### src/logic/sdram_defines.svh
// sdram timing, geometry and fixed bus words, included by any file that needs these values
`ifndef SDRAM_DEFINES_SVH
`define SDRAM_DEFINES_SVH

// power-up settling wait in cycles
// kept short for simulation, a real part wants about 100 us
`define SDRAM_INIT_WAIT 20

// auto-refresh period in cycles
`define SDRAM_REFRESH_INTERVAL 150

// core timing in cycles
`define SDRAM_TRCD 2
`define SDRAM_TRP 2
`define SDRAM_TRFC 6
`define SDRAM_TWR 2

// read latency from command to first beat
`define SDRAM_CAS_LAT 2

// fixed wishbone words
`define SDRAM_STATUS_ADDR 32'h00FFFFFF
`define SDRAM_ERR_WORD 32'hFFFFFFFF

// mode register
// burst length 2 (a2:a0 = 001), sequential (a3 = 0), cas latency 2 (a6:a4 = 010)
`define SDRAM_MODE_WORD 13'h021

`endif

### src/logic/sdram_pkg.sv
// shared request, status, command and response-select types for the wishbone sdram slave
package sdram_pkg;

	`include "sdram_defines.svh"

	// word address split, bank on top
	typedef struct packed {
		logic [1:0]  bank;
		logic [12:0] row;
		logic [8:0]  col;
	} addr_map_t;

	// one memory access from the bus front end
	typedef struct packed {
		logic        write;
		addr_map_t   addr;
		logic [31:0] data;
	} mem_req_t;

	// bit 0 ready, bit 1 ack, bit 2 busy
	typedef struct packed {
		logic busy;
		logic ack;
		logic ready;
	} ctrl_status_t;

	// registered sdram pin bundle
	typedef struct packed {
		logic        cs_n;
		logic        ras_n;
		logic        cas_n;
		logic        we_n;
		logic [1:0]  ba;
		logic [12:0] addr;
		logic [1:0]  dqm;
		logic        cke;
	} sdram_cmd_t;

	typedef enum logic [1:0] {
		SEL_NONE,
		SEL_STATUS,
		SEL_ERROR,
		SEL_MEMORY
	} rsp_sel_t;

	// {cs_n, ras_n, cas_n, we_n}
	localparam logic [3:0] CMD_NOP   = 4'b0111;
	localparam logic [3:0] CMD_ACT   = 4'b0011;
	localparam logic [3:0] CMD_READ  = 4'b0101;
	localparam logic [3:0] CMD_WRITE = 4'b0100;
	localparam logic [3:0] CMD_PRE   = 4'b0010;
	localparam logic [3:0] CMD_REF   = 4'b0001;
	localparam logic [3:0] CMD_MRS   = 4'b0000;

	// pins while in reset, clock disabled and data masked
	localparam sdram_cmd_t CMD_RESET = '{cs_n: 1'b1, ras_n: 1'b1, cas_n: 1'b1,
		we_n: 1'b1, ba: 2'b00, addr: 13'h0000, dqm: 2'b11, cke: 1'b0};

	function automatic logic is_status_addr(input logic [31:0] adr);
		return adr == `SDRAM_STATUS_ADDR;
	endfunction

	// device column is two halfwords per word, a10 set for auto-precharge
	function automatic logic [12:0] dev_col_addr(input logic [8:0] col);
		return {2'b00, 1'b1, col, 1'b0};
	endfunction

endpackage

### src/logic/wb_request_decode.sv
// wishbone front end, classifies each access once and hands memory requests to the sequencer
module wb_request_decode import sdram_pkg::*; (
	input  logic        clk,
	input  logic        rst,
	input  logic        wb_stb_i,
	input  logic        wb_cyc_i,
	input  logic        wb_we_i,
	input  logic [31:0] wb_adr_i,
	input  logic [31:0] wb_dat_i,
	input  logic        ready_i,
	input  logic        ack_i,
	output mem_req_t    req_o,
	output logic        req_vld_o,
	output rsp_sel_t    sel_o
);

	logic live;
	logic pending;
	logic accept;
	logic status_rd;

	// bus cycle in progress
	assign live = wb_stb_i & wb_cyc_i;

	// one sample per strobe
	// ack still high means the master has not dropped the strobe yet
	assign accept = live & ~pending & ~ack_i;

	// only reads see the status word, a write there goes to memory like any other
	assign status_rd = ~wb_we_i & is_status_addr(wb_adr_i);

	always_ff @(posedge clk) begin
		req_vld_o <= 1'b0;
		if (rst) begin
			pending <= 1'b0;
			sel_o <= SEL_NONE;
		end else begin
			// status and error selects last one cycle
			if (sel_o != SEL_MEMORY)
				sel_o <= SEL_NONE;

			if (ack_i) begin
				// response is out, access is finished
				pending <= 1'b0;
				sel_o <= SEL_NONE;
			end else if (accept) begin
				pending <= 1'b1;
				if (status_rd) begin
					sel_o <= SEL_STATUS;
				end else if (!ready_i) begin
					// init still running
					sel_o <= SEL_ERROR;
				end else begin
					// memory select held until ack
					sel_o <= SEL_MEMORY;
					req_vld_o <= 1'b1;
				end
			end
		end
	end

	// request payload
	// loaded on every accepted access, only read while req_vld_o is high
	always_ff @(posedge clk) begin
		if (accept) begin
			req_o.write <= wb_we_i;
			req_o.addr <= wb_adr_i[23:0];
			req_o.data <= wb_dat_i;
		end
	end

endmodule

### src/logic/sdram_cmd_sequencer.sv
// sdram command FSM, runs power-up init and refresh and turns one-word requests into bursts of two
module sdram_cmd_sequencer import sdram_pkg::*; (
	input  logic         clk,
	input  logic         rst,
	input  mem_req_t     req_i,
	input  logic         req_vld_i,
	output logic         done_o,
	output logic [31:0]  rdata_o,
	output ctrl_status_t status_o,
	output sdram_cmd_t   cmd_o,
	output logic [15:0]  dq_o,
	output logic         dq_oe_o,
	input  logic [15:0]  dq_i
);

	`include "sdram_defines.svh"

	typedef enum logic [3:0] {
		S_INIT_WAIT,
		S_INIT_PRE,
		S_INIT_REF1,
		S_INIT_REF2,
		S_INIT_MRS,
		S_IDLE,
		S_REFRESH,
		S_ACT,
		S_WR_BEAT,
		S_WR_RECOV,
		S_RD_WAIT,
		S_RD_BEAT
	} state_t;

	state_t      state;
	logic [15:0] wait_cnt;
	logic [15:0] ref_cnt;
	logic        ref_due;
	logic        ref_issue;
	logic        init_done;
	logic        req_pend;
	mem_req_t    req_q;
	logic        wait_over;

	assign wait_over = (wait_cnt == 16'd0);

	// refresh beats a waiting request
	assign ref_issue = (state == S_IDLE) & ref_due;

	assign status_o.ready = init_done;
	assign status_o.ack = done_o;
	assign status_o.busy = (state != S_IDLE);

	// request may land while a refresh runs, so keep it
	always_ff @(posedge clk) begin
		if (req_vld_i)
			req_q <= req_i;
	end

	// refresh interval timer
	always_ff @(posedge clk) begin
		if (rst) begin
			ref_cnt <= 16'(`SDRAM_REFRESH_INTERVAL - 1);
			ref_due <= 1'b0;
		end else begin
			if (ref_issue)
				ref_due <= 1'b0;
			if (ref_cnt == 16'd0) begin
				ref_cnt <= 16'(`SDRAM_REFRESH_INTERVAL - 1);
				ref_due <= 1'b1;
			end else begin
				ref_cnt <= ref_cnt - 16'd1;
			end
		end
	end

	always_ff @(posedge clk) begin
		done_o <= 1'b0;
		// nop unless a state below issues something
		{cmd_o.cs_n, cmd_o.ras_n, cmd_o.cas_n, cmd_o.we_n} <= CMD_NOP;
		if (!wait_over)
			wait_cnt <= wait_cnt - 16'd1;
		if (req_vld_i)
			req_pend <= 1'b1;

		if (rst) begin
			state <= S_INIT_WAIT;
			wait_cnt <= 16'(`SDRAM_INIT_WAIT - 1);
			cmd_o <= CMD_RESET;
			dq_oe_o <= 1'b0;
			init_done <= 1'b0;
			req_pend <= 1'b0;
			rdata_o <= 32'h0;
		end else begin
			case (state)
				S_INIT_WAIT: if (wait_over) begin
					// clock on, precharge all banks
					cmd_o.cke <= 1'b1;
					cmd_o.dqm <= 2'b00;
					{cmd_o.cs_n, cmd_o.ras_n, cmd_o.cas_n, cmd_o.we_n} <= CMD_PRE;
					cmd_o.addr <= 13'h0400;
					wait_cnt <= 16'(`SDRAM_TRP - 1);
					state <= S_INIT_PRE;
				end
				S_INIT_PRE: if (wait_over) begin
					{cmd_o.cs_n, cmd_o.ras_n, cmd_o.cas_n, cmd_o.we_n} <= CMD_REF;
					wait_cnt <= 16'(`SDRAM_TRFC - 1);
					state <= S_INIT_REF1;
				end
				S_INIT_REF1: if (wait_over) begin
					{cmd_o.cs_n, cmd_o.ras_n, cmd_o.cas_n, cmd_o.we_n} <= CMD_REF;
					wait_cnt <= 16'(`SDRAM_TRFC - 1);
					state <= S_INIT_REF2;
				end
				S_INIT_REF2: if (wait_over) begin
					// mode register, bank bits zero
					{cmd_o.cs_n, cmd_o.ras_n, cmd_o.cas_n, cmd_o.we_n} <= CMD_MRS;
					cmd_o.ba <= 2'b00;
					cmd_o.addr <= `SDRAM_MODE_WORD;
					wait_cnt <= 16'(`SDRAM_TRP - 1);
					state <= S_INIT_MRS;
				end
				S_INIT_MRS: if (wait_over) begin
					init_done <= 1'b1;
					state <= S_IDLE;
				end
				S_IDLE: begin
					if (ref_due) begin
						{cmd_o.cs_n, cmd_o.ras_n, cmd_o.cas_n, cmd_o.we_n} <= CMD_REF;
						wait_cnt <= 16'(`SDRAM_TRFC - 1);
						state <= S_REFRESH;
					end else if (req_pend) begin
						// open the row
						{cmd_o.cs_n, cmd_o.ras_n, cmd_o.cas_n, cmd_o.we_n} <= CMD_ACT;
						cmd_o.ba <= req_q.addr.bank;
						cmd_o.addr <= req_q.addr.row;
						wait_cnt <= 16'(`SDRAM_TRCD - 1);
						req_pend <= 1'b0;
						state <= S_ACT;
					end
				end
				S_REFRESH: if (wait_over)
					state <= S_IDLE;
				S_ACT: if (wait_over) begin
					cmd_o.addr <= dev_col_addr(req_q.addr.col);
					if (req_q.write) begin
						// first beat goes out with the command
						{cmd_o.cs_n, cmd_o.ras_n, cmd_o.cas_n, cmd_o.we_n} <= CMD_WRITE;
						dq_o <= req_q.data[15:0];
						dq_oe_o <= 1'b1;
						state <= S_WR_BEAT;
					end else begin
						{cmd_o.cs_n, cmd_o.ras_n, cmd_o.cas_n, cmd_o.we_n} <= CMD_READ;
						wait_cnt <= 16'(`SDRAM_CAS_LAT);
						state <= S_RD_WAIT;
					end
				end
				S_WR_BEAT: begin
					dq_o <= req_q.data[31:16];
					// write recovery then auto-precharge
					wait_cnt <= 16'(`SDRAM_TWR + `SDRAM_TRP - 1);
					state <= S_WR_RECOV;
				end
				S_WR_RECOV: begin
					dq_oe_o <= 1'b0;
					if (wait_over) begin
						done_o <= 1'b1;
						state <= S_IDLE;
					end
				end
				S_RD_WAIT: if (wait_over) begin
					// low half first
					rdata_o[15:0] <= dq_i;
					state <= S_RD_BEAT;
				end
				S_RD_BEAT: begin
					rdata_o[31:16] <= dq_i;
					done_o <= 1'b1;
					state <= S_IDLE;
				end
				default: state <= S_IDLE;
			endcase
		end
	end

endmodule

### src/logic/wb_response.sv
// wishbone acknowledge and read data, picks status, error word or memory result per access
module wb_response import sdram_pkg::*; (
	input  logic         clk,
	input  logic         rst,
	input  rsp_sel_t     sel_i,
	input  ctrl_status_t status_i,
	input  logic         done_i,
	input  logic [31:0]  rdata_i,
	input  logic         wb_stb_i,
	output logic         wb_ack_o,
	output logic [31:0]  wb_dat_o
);

	`include "sdram_defines.svh"

	always_ff @(posedge clk) begin
		if (rst) begin
			wb_ack_o <= 1'b0;
			wb_dat_o <= 32'h0;
		end else begin
			// master saw ack and let go of the strobe
			if (wb_ack_o && !wb_stb_i)
				wb_ack_o <= 1'b0;

			case (sel_i)
				SEL_STATUS: begin
					// flags in the low three bits
					wb_ack_o <= 1'b1;
					wb_dat_o <= {29'h0, status_i};
				end
				SEL_ERROR: begin
					wb_ack_o <= 1'b1;
					wb_dat_o <= `SDRAM_ERR_WORD;
				end
				SEL_MEMORY: begin
					// wait for the sequencer
					// rdata only changes on reads, so a write returns the last read word
					if (done_i) begin
						wb_ack_o <= 1'b1;
						wb_dat_o <= rdata_i;
					end
				end
				default: begin
					// no access in flight
				end
			endcase
		end
	end

endmodule

### src/logic/sdram_wb_slave.sv
// top level of the wishbone sdram slave, connects request decode, command sequencer and response
module sdram_wb_slave import sdram_pkg::*; (
	input  logic        clk,
	input  logic        rst,
	input  logic        wb_stb_i,
	input  logic        wb_cyc_i,
	input  logic        wb_we_i,
	input  logic [31:0] wb_adr_i,
	input  logic [31:0] wb_dat_i,
	output logic        wb_ack_o,
	output logic [31:0] wb_dat_o,
	output sdram_cmd_t  sdram_cmd_o,
	output logic [15:0] sdram_dq_o,
	output logic        sdram_dq_oe_o,
	input  logic [15:0] sdram_dq_i
);

	mem_req_t     req;
	logic         req_vld;
	rsp_sel_t     sel;
	logic         done;
	logic [31:0]  rdata;
	ctrl_status_t status;

	// front end, ack from the response side closes each access
	wb_request_decode decode_i (
		.clk       (clk),
		.rst       (rst),
		.wb_stb_i  (wb_stb_i),
		.wb_cyc_i  (wb_cyc_i),
		.wb_we_i   (wb_we_i),
		.wb_adr_i  (wb_adr_i),
		.wb_dat_i  (wb_dat_i),
		.ready_i   (status.ready),
		.ack_i     (wb_ack_o),
		.req_o     (req),
		.req_vld_o (req_vld),
		.sel_o     (sel)
	);

	sdram_cmd_sequencer seq_i (
		.clk       (clk),
		.rst       (rst),
		.req_i     (req),
		.req_vld_i (req_vld),
		.done_o    (done),
		.rdata_o   (rdata),
		.status_o  (status),
		.cmd_o     (sdram_cmd_o),
		.dq_o      (sdram_dq_o),
		.dq_oe_o   (sdram_dq_oe_o),
		.dq_i      (sdram_dq_i)
	);

	wb_response rsp_i (
		.clk      (clk),
		.rst      (rst),
		.sel_i    (sel),
		.status_i (status),
		.done_i   (done),
		.rdata_i  (rdata),
		.wb_stb_i (wb_stb_i),
		.wb_ack_o (wb_ack_o),
		.wb_dat_o (wb_dat_o)
	);

endmodule

### config.mk
export PLATFORM = sky130hd
export DESIGN_NAME = sdram_wb_slave
export DESIGN_NICKNAME = d
export VERILOG_FILES = /design/src/logic/sdram_pkg.sv /design/src/logic/wb_request_decode.sv /design/src/logic/sdram_cmd_sequencer.sv /design/src/logic/wb_response.sv /design/src/logic/sdram_wb_slave.sv
export VERILOG_INCLUDE_DIRS = /design/src /design/src/logic
export SDC_FILE = /design/constraint.sdc
export NUM_CORES = 1
export LEC_CHECK = 0
export BUFFER_PORTS_ARGS = -buffer_cell sky130_fd_sc_hd__buf_2
export CAP_MARGIN = 20
export CORE_MARGIN = 2
export CORE_UTILIZATION = 55
export DETAILED_ROUTE_END_ITERATION = 10
export GPL_ROUTABILITY_DRIVEN = 0
export GPL_TIMING_DRIVEN = 0
export HOLD_SLACK_MARGIN = 0.05
export PLACE_DENSITY = 0.83
export SLEW_MARGIN = 40
export SYNTH_ARGS = -nofsm -noshare
export SYNTH_HDL_FRONTEND = slang
export SYNTH_HIERARCHICAL = 1
export SYNTH_SLANG_ARGS = --single-unit
### constraint.sdc
create_clock -name clk -period 3.2 [get_ports clk]
set_clock_uncertainty 0.1 [all_clocks]
set_input_delay 0.64 -clock clk [delete_from_list [all_inputs] [get_ports clk]]
set_output_delay 0.64 -clock clk [all_outputs]
set_load 0.02 [all_outputs]
Yosys cells after proc, flatten, opt, wreduce, memory -nomap -nowiden
Index checks and enable logic that the tools add are counted.

word-level totals
  flip-flop bits (word level) = 262
  input bits = 85
  output and inout port bits = 72
  word-level logic and storage cells = 159

operators by class
  add/sub/neg operators = 2
  equal/unequal tests = 29
  multiplexer cells = 56
  bitwise operators = 10
  reduce and logical (&&, ||, !) cells = 28

operators by type and width
  cell                                                                      count
  16-bit 2-to-1 mux                                                         10
  32-bit case mux with 3 select lines                                       1
  16-bit case mux with 5 select lines                                       1
  13-bit case mux with 4 select lines                                       1
  4-bit 2-to-1 mux                                                          11
  18-bit 2-to-1 mux                                                         2
  4-bit case mux with 9 select lines                                        1
  32-bit by 24-bit equality test with 1-bit output (second input constant)  1
  16-bit zero test                                                          2
  32-bit 2-to-1 mux                                                         1
  16-bit case mux with 2 select lines                                       1
  16-bit by 1-bit subtractor with 16-bit output (second input constant)     2
  4-bit case mux with 5 select lines                                        1
  2-bit by 1-bit inequality test with 1-bit output (second input constant)  9
  4-bit by 3-bit equality test with 1-bit output (second input constant)    4
  4-bit equality test (second input constant)                               4
  15-bit 2-to-1 mux                                                         1
  1-bit 2-to-1 mux                                                          14
  13-bit 2-to-1 mux                                                         1
  2-bit nonzero test                                                        5
  2-bit OR reduction                                                        5
  4-bit by 2-bit equality test with 1-bit output (second input constant)    2
  2-bit 2-to-1 mux                                                          4
  2-bit AND reduction                                                       4
  22 further kinds                                                          37

Depth between registers and ports, before layout
Gate-level depths: netlist of run 1.

  word-level depth = 5
  depth in mapped cells = 13
  mapped depth without buffers = 11

Modules after synthesis
Netlist of run 1, hierarchy kept.

by module, submodules not included
  module               instances  cells an instance  area an instance (sq um)  sequential area each (sq um)
  sdram_cmd_sequencer  1          579                6,576.3                   4,073.9
  wb_request_decode    1          84                 1,943.1                   1,791.7
  wb_response          1          134                1,416.4                   660.6

Least setup slack after synthesis of run 1
Ideal clock, no wire load.

  path type = flip-flop to flip-flop
  from = register seq_i.state[3]
  to = register seq_i.dq_o[0], enable pin
  library setup time = 0.388 ns
  arrival = 2.236 ns
  data required time = 2.712 ns
  path slack = 0.476 ns
  stages on the path, launching flop included = 7
  path buffers = 2
  clock period less this slack = 2.724 ns
  cell sequence = dfxtp_1 clkbuf_1 nand2_1 nor3_2 clkbuf_1 a21oi_1 nor2_1

between the ends
  cells in the longest elaborated chain, start to end = 3
  elaborated cells between the ends (all ways) = 6
  those cells by class = 4 x eq/ne; 2 x reduce/logical

RTL lines
  what                                                                                                     line                        RTL
  from (decl)                                                                                              sdram_cmd_sequencer.sv:33   state_t state;
  from (signal assigned)                                                                                   sdram_cmd_sequencer.sv:85   state <= S_INIT_WAIT;
  from (signal assigned)                                                                                   sdram_cmd_sequencer.sv:101  state <= S_INIT_PRE;
  from (signal assigned)                                                                                   sdram_cmd_sequencer.sv:106  state <= S_INIT_REF1;
  4-bit by 3-bit equality test with 1-bit output / 4-bit equality test (equally long branches)             sdram_cmd_sequencer.sv:93   case (state)
  2-bit by 1-bit inequality test with 1-bit output (no line) / 2-bit nonzero test (equally long branches)  -
  4-bit AND reduction (no line) *                                                                          -
  to (signal assigned)                                                                                     sdram_cmd_sequencer.sv:147  dq_o <= req_q.data[15:0];
  to (signal assigned)                                                                                     sdram_cmd_sequencer.sv:157  dq_o <= req_q.data[31:16];
  to (decl)                                                                                                sdram_cmd_sequencer.sv:11   output logic [15:0] dq_o,

Every way passes the cells marked *; elsewhere a longest branch is shown, timed or not.
A chain may end at the register's enable or synchronous reset.

Final worst setup path of run 1
  from = register seq_i.wait_cnt[0]
  to = register seq_i.rdata_o[6]

between the ends
  cells in the longest elaborated chain, start to end = 2

RTL lines
  what                           line                        RTL
  from (decl)                    sdram_cmd_sequencer.sv:34   logic [15:0] wait_cnt;
  from (signal assigned)         sdram_cmd_sequencer.sv:80   wait_cnt <= wait_cnt - 16'd1;
  from (signal assigned)         sdram_cmd_sequencer.sv:86   wait_cnt <= 16'(`SDRAM_INIT_WAIT - 1);
  from (signal assigned)         sdram_cmd_sequencer.sv:100  wait_cnt <= 16'(`SDRAM_TRP - 1);
  16-bit zero test               sdram_cmd_sequencer.sv:43   assign wait_over = (wait_cnt == 16'd0);
  2-bit AND reduction (no line)  -
  to (signal assigned)           sdram_cmd_sequencer.sv:171  rdata_o[15:0] <= dq_i;
  to (decl)                      sdram_cmd_sequencer.sv:8    output logic [31:0] rdata_o,

No other way between the ends.

==> results_dict.tcl, run 1 <==
set metrics [dict create \
    yosys_register_bits 261 \
    path_class "flop to flop" \
    crit_fanout 10 \
    crit_arrival_ps 3350 \
    layout.nets 1075 \
    stdcell_count 1232 \
    numPortBuffers 156 \
    final_cell_mix "161 x buf_2, 130 x dfxtp_1, 130 x edfxtp_1" \
    yosysSeqAreaShare 0.657 \
    cap_violations 0 \
    cts_tree "yes" \
    avgSynthCellArea_sq_um 12.5 \
    die_x_um 138 \
    fillers 1222 \
    overflow 0 \
    ff2ff_setup_slack_ps 150 \
    dp_hpwl_um 14600 \
    coreArea_sq_um 17800 \
    worstPathCellList "inv_1 -> ha_1 -> nor3b_1 -> nand4b_1 -> or4_1 -> buf_6 -> buf_12 -> mux2i_1 -> nor2_1" \
    hold_viol 0 \
    vias_per_cell 5.60 \
    reg2reg_to "seq_i/rdata_o[6]" \
    drc 0 \
    r2r_start "seq_i/wait_cnt[0]" \
    min_period_ps 3050 \
    dp.cells 1184 \
    hold_path_depth 1 \
    hp-class "input pin to flop" \
    fin_crit_sh 0.953 \
    final_common_cell "buf_2" \
    worst_slew_pin_slew_ps 723 \
    antenna_left 0 \
    synth_top_flop_cell "dfxtp_1" \
    clk_pin_slew_ps 60 \
    clock_latency_ps 540 \
    final-setup-viol-count 0 \
    synth_edf_count 130 \
    netlist_instances 797 \
    vdd_ir_drop_max_v 0.000588 \
    ys_warn_count 6 \
    fin_setup_tns_ps 0 \
    hold_buffers 0 \
    max_freq_ghz 0.328 \
    routedWlPerCell_um 17.6 \
    endpoint_kind "flop" \
    rows 49 \
    antenna_found_initial 0 \
    synth-async-reset-ratio 0 \
    diodes 0 \
    rsz0062_at_grt "no" \
    die_h_um 138 \
    drtIter0Drc 501 \
    crit_path_top_delay_cell "or4_1" \
    drive_gt1_frac 0.261 \
    cts_buffers 26 \
    area_growth_pct 20.4 \
    vias 6897 \
    grt_pass1_vias 6624 \
    gr-usage-all-layers 0.219 \
    worst_r2r_path_depth 9 \
    cts_buffer_depth 3 \
    critPathRequiredTime_ps 3500 \
    hp-start "wb_dat_i[13]" \
    totalWireLength_um 21700 \
    status "completed" \
    cts_sinks 261 \
    maxSlewViolCount 0 \
    synth_area_sq_um 9940 \
    die_area_sq_um 19200 \
    crit_path_start_kind "flop" \
    syn_nets 889 \
    drt-pass1-iter-count 5 \
    htree_levels 1 \
    ys_types 71 \
    relSlewSlack 0.515 \
    finish.utilization 0.670 \
    root_buffer "clkbuf_16" \
    io_pins 157 \
    cpPeakStageDelay_ps 660 \
    start_util 0.557 \
    p_leak_nw 4.48 \
    p_per_area_nw_per_um2 580 \
    grt_pass1_wl_um 34200 \
    grt_max_degree 44 \
    hold_end "decode_i/req_o[13]" \
]
[layer usage]
metal / GRT usage / wire [um] / vias to the layer above / share of wire
li1: - / - / 3303 / -
met1: 0.286 / 9010 / 3249 / 0.41
met2: 0.371 / 10500 / 285 / 0.48
met3: 0.0443 / 1570 / 60 / 0.072
met4: 0.0677 / 601 / 0 / 0.028
met5: 0 / 0 / - / 0
[report_power, final]
group	internal, W	switching, W
Clock	0.00182	0.00123
Sequential	0.00357	0.0000311
Combinational	0.000110	0.000173
[logic make-up after synthesis]
logic type                 count (synthesis)  synth area share
xor gates and xnor gates                  23            0.0203
muxes                                     32            0.0343
AOI/OAI and AO/OA                        179             0.127
and+or+nand+nor                          228             0.118
DFF                                      261             0.657
buffers and inverters                     66            0.0336
adders and majority gates                  8           0.00982
[timing repair]
item	in CTS	in global routing
pin swaps	0	0
buffers inserted	0	0
setup endpoints to repair	16	14
gates resized for setup	1	4
[how the worst max path moves through the flow]
stage / from / to / slack (ps) / cells after the start
4_1_cts: seq_i/state[3] / seq_i/dq_o[0] / 5 / 6
3_5_place_dp: seq_i/state[3] / seq_i/dq_o[8] / -120 / 6
6_report: seq_i/wait_cnt[0] / seq_i/rdata_o[6] / 150 / 9
3_3_place_gp: seq_i/state[3] / seq_i/dq_o[0] / -500 / 6
2_1_floorplan: seq_i/state[3] / seq_i/dq_o[0] / 480 / 6
5_1_grt: seq_i/wait_cnt[0] / seq_i/rdata_o[6] / 3 / 9
[state kept, by name (all words and copies together), names as in the netlist]
signal              cells
seq_i/wait_cnt         16
decode_i/pending        1
seq_i/req_pend          1
rsp_i/wb_ack_o          1
seq_i/rdata_o          32
seq_i/dq_oe_o           1
seq_i/req_q            57
seq_i/cmd_o            21
seq_i/ref_due           1
rsp_i/wb_dat_o         32
seq_i/init_done         1
seq_i/ref_cnt          16
seq_i/done_o            1
seq_i/state             4
decode_i/sel_o          2
seq_i/dq_o             16
decode_i/req_o         57
decode_i/req_vld_o      1
[Yosys cell counts (7+ instances only)]
master	instances	area (sq um)
dfxtp_1	131	2620
edfxtp_1	130	3900
nor2_1	76	285
a21oi_1	73	365
nand2_1	52	195
clkbuf_1	31	116
o2bb2ai_1	27	236
inv_1	19	71.3
xnor2_1	18	158
mux2_2	16	180
mux2i_1	16	160
nor3_1	15	75.1
o21ai_0	14	70.1
nor4_1	11	68.8
nand3_1	10	50.1
o2bb2ai_2	10	150
a211oi_1	9	67.6
a22oi_1	9	67.6
nand2b_1	9	56.3
nand4_1	8	50.1
ha_1	7	87.6
nand3b_1	7	52.6
[layout make-up]
| cell class | instances | area, sq um | share of cell area |
|---|---|---|---|
| repair buffers | 158 | 821 | 0.0686 |
| well taps | 229 | 287 | 0.0240 |
| clock buffers | 35 | 714 | 0.0597 |
| multi-input cells | 470 | 3100 | 0.259 |
| clock inverters | 13 | 168 | 0.0140 |
| plain buffers | 47 | 264 | 0.0221 |
| flip-flops and latches | 261 | 6530 | 0.546 |
| inverters | 19 | 73.8 | 0.00617 |
[worst max-delay path, delay by kind of cell (launching register included)]
kind | cells | cell delay, ps
adders and majority gates | 1 | 220
buffers and inverters | 3 | 400
DFF | 1 | 350
muxes | 1 | 200
and+or+nand+nor | 4 | 1650
[per-stage QoR]
stage / hold slack, ps / worst slack [ps] / cell area (sq um) / power (W)
after detailed placement: 305 / -116 / 11100 / 0.00395
after floorplan: 300 / 476 / 9940 / 0.00382
final: 171 / 149 / 12000 / 0.00693
after global placement: 300 / -500 / 11000 / 0.00393
after global routing: 157 / 3.46 / 12000 / 0.00713
after CTS: 157 / 4.85 / 11900 / 0.00698
Note: power is estimated with default switching activity, not from simulation.
==> run 2, diff against run 1 <==
- ABC_AREA: not set -> 1
- PLACE_DENSITY: 0.83 -> 0.82
==> run 2 against run 1 <==
Net effect:
- count of clock-buffer cells in the layout fell by 1
- hold slack improved by 23 ps
- critical endpoint is now seq_i/dq_o[9]
- sequential share of layout area fell by 2.4 points
- total power rose by 20%
- largest cell class unchanged
- first-iteration DRC count rose by 18%
- cell count rose by 29%
- synthesized area rose by 6.0%
- register-to-register slack improved by 450 ps
- clock power fell by 6%
- highest routed layer unchanged
- global-route usage rose by 0.26 points
- critical path type unchanged
- synthesized cell count rose by 44%
- critical path depth did not move
==> results_dict.tcl, run 2 <==
set metrics [dict create \
    io_pins 157 \
    cts_tree "yes" \
    ff2ff_setup_slack_ps 600 \
    drc 0 \
    drt-pass1-iter-count 5 \
    clock_latency_ps 520 \
    post_cts_resized 0 \
    cts_buffers 25 \
    grt_pass1_wl_um 36300 \
    hold_buffers 0 \
    coreArea_sq_um 18800 \
    seqPwrFrac 0.461 \
    drive_gt1_frac 0.195 \
    wl_met3_um 1590 \
    top_layer_used "met4" \
    avgSynthCellArea_sq_um 9.16 \
    fin_crit_sh 0.813 \
    critical_path.most_common_cell "nand2_1" \
    stdcell_count 1595 \
    numPortBuffers 156 \
    drt-met1-wl_um 9210 \
    vias 8260 \
    critPathRequiredTime_ps 3320 \
    finalInstanceArea_sq_um 12500 \
    crit_family "simple AND/OR/NAND/NOR gates" \
    die_area_sq_um 20300 \
    grt_pass1_vias 7818 \
    dr_wl_met2_um 11100 \
    hold_path_depth 1 \
    placed_area_sq_um 11700 \
    p_clk_frac 0.347 \
    cts_buffer_depth 3 \
    syn_nets 1242 \
    hold_viol 0 \
    netSwitchingFraction 0.287 \
    crit_path_start_kind "flop" \
    overflow 0 \
    routedWlPerCell_um 14.3 \
    vdd_ir_drop_max_v 0.000564 \
    hold_end "decode_i/req_o[24]" \
    vias_per_cell 5.18 \
    final-setup-viol-count 0 \
    endpoint_kind "flop" \
    dp_slack_ps 610 \
    synth_area_leaders "edfxtp_1 37%, dfxtp_1 25%, nand2_1 11%" \
    max_freq_ghz 0.384 \
    clk_pin_slew_ps 60 \
    die_x_um 142 \
    dp.cells 1548 \
    reg2reg_to "seq_i/dq_o[9]" \
    synth_area_leader_cell "edfxtp_1" \
    status "completed" \
    final_common_cell "nand2_1" \
    drtIter0Drc 592 \
    area_growth_pct 18.9 \
    hp-start "wb_dat_i[24]" \
    switchingPower_w 0.00238 \
    antenna_left 0 \
    netlist_instances 1150 \
    layout.nets 1433 \
    p_int_w 0.00593 \
    totalWireLength_um 22800 \
    root_buffer "clkbuf_16" \
    cap_violations 0 \
    rsz0062_at_grt "no" \
    rows 50 \
    crit_path_top_delay_cell "nor3b_2" \
    synth_top_flop_cell "dfxtp_1" \
    final_cell_mix "320 x nand2_1, 197 x nor2_1, 163 x buf_2" \
    synthTopCellsByCount "320 x nand2_1, 197 x nor2_1, 131 x dfxtp_1" \
    synth.most_common_cell "nand2_1" \
    synth_edf_count 130 \
    yosys.area.top_type_share 0.371 \
    start_util 0.561 \
    maxSlewViolCount 0 \
    hp-class "input pin to flop" \
    worst_r2r_path_depth 9 \
    cpPeakStageDelay_ps 460 \
    ys_types 40 \
    path_buf_inv 3 \
    min_period_ps 2600 \
    ys_warn_count 6 \
    synth_area_sq_um 10500 \
    path_class "flop to flop" \
    setup_ws_ps 597 \
    die_h_um 142 \
    crit_fanout 8 \
    p_leak_nw 5.60 \
    relSlewSlack 0.540 \
    post_cts_buffers 0 \
    yosysSeqAreaShare 0.620 \
    yosys_register_bits 261 \
    dp_hpwl_um 16200 \
    p_per_area_nw_per_um2 664 \
    worstPathCellList "inv_1 -> ha_1 -> buf_2 -> nand2_1 -> nor2_2 -> nand2_2 -> nand2_1 -> nor3b_2 -> buf_4" \
    gr-usage-all-layers 0.222 \
    htree_levels 1 \
    grt_max_degree 33 \
    cts_sinks 261 \
    synth-async-reset-ratio 0 \
    fin_setup_tns_ps 0 \
    fillers 1415 \
    crit_arrival_ps 2730 \
    worst_slew_pin_slew_ps 686 \
    r2r_start "seq_i/wait_cnt[0]" \
    top_regs "decode_i/req_o (57), seq_i/req_q (57)" \
    p_comb_frac 0.192 \
    antenna_found_initial 2 \
]
==> run 2: through the flow <==
stage | hold slack (ps) | total power (W) | util
final | 194 | 0.00831 | 0.667
after global routing | 177 | 0.00868 | 0.667
after CTS | 177 | 0.00834 | 0.667
after detailed placement | 279 | 0.00545 | 0.623
after global placement | 279 | 0.00539 | 0.618
after floorplan | 265 | 0.00501 | -
==> run 2: final cells by class <==
type / count / area [sq um] / share of cell area
Tap cell: 234 / 293 / 0.0234
Multi-Input combinational cell: 744 / 3370 / 0.270
Clock inverter: 11 / 115 / 0.00919
Antenna cell: 2 / 5.00 / 0.000400
Timing Repair Buffer: 164 / 868 / 0.0694
Buffer: 43 / 253 / 0.0202
Inverter: 102 / 383 / 0.0306
Sequential cell: 261 / 6530 / 0.522
Clock buffer: 34 / 699 / 0.0559
==> run 2: worst max path at each step <==
stage,from,end,slack (ps),cells after the start
2_1_floorplan,seq_i/wait_cnt[0],seq_i/dq_o[0],250,8
3_3_place_gp,rst,seq_i/dq_o[14],-630,5
3_5_place_dp,rst,seq_i/dq_o[14],610,6
4_1_cts,seq_i/wait_cnt[0],seq_i/dq_o[9],620,9
5_1_grt,seq_i/wait_cnt[0],seq_i/dq_o[9],390,9
6_report,seq_i/wait_cnt[0],seq_i/dq_o[9],600,9
==> run 2: per-layer routing <==
layer	vias to the layer above	GRT usage
met5	-	0
met4	0	0.0849
li1	4092	-
met2	341	0.391
met1	3750	0.274
met3	77	0.0367
==> run 2: power by group through the flow <==
stage	clock [W]	combinational, W	sequential [W]
3_3_place_gp	0	0.00149	0.00390
6_report	0.00288	0.00160	0.00383
3_5_place_dp	0	0.00155	0.00390
2_1_floorplan	0	0.00102	0.00399
4_1_cts	0.00293	0.00158	0.00383
5_1_grt	0.00306	0.00177	0.00385
==> run 2: kinds of logic (layout without fill, tap and decap cells) <==
| logic type | count (synthesis) | count (layout) | synth area share |
|---|---|---|---|
| AND/OR/NAND/NOR | 626 | 626 | 0.247 |
| flip-flops | 261 | 261 | 0.620 |
| buffers and inverters | 145 | 354 | 0.0604 |
| AO/OA/AOI/OAI | 97 | 97 | 0.0528 |
| XOR/XNOR | 14 | 14 | 0.0116 |
| adder cells (fa/ha/maj) | 7 | 7 | 0.00832 |
| other | 0 | 2 | 0 |
==> run 2: worst reg2reg max path, cell delays in order (launching register included) <==
cell and delay, ps:
dfxtp_1 350, inv_1 190, ha_1 170, buf_2 170, nand2_1 100, nor2_2 160, nand2_2 180, nand2_1 160
nor3b_2 460, buf_4 260
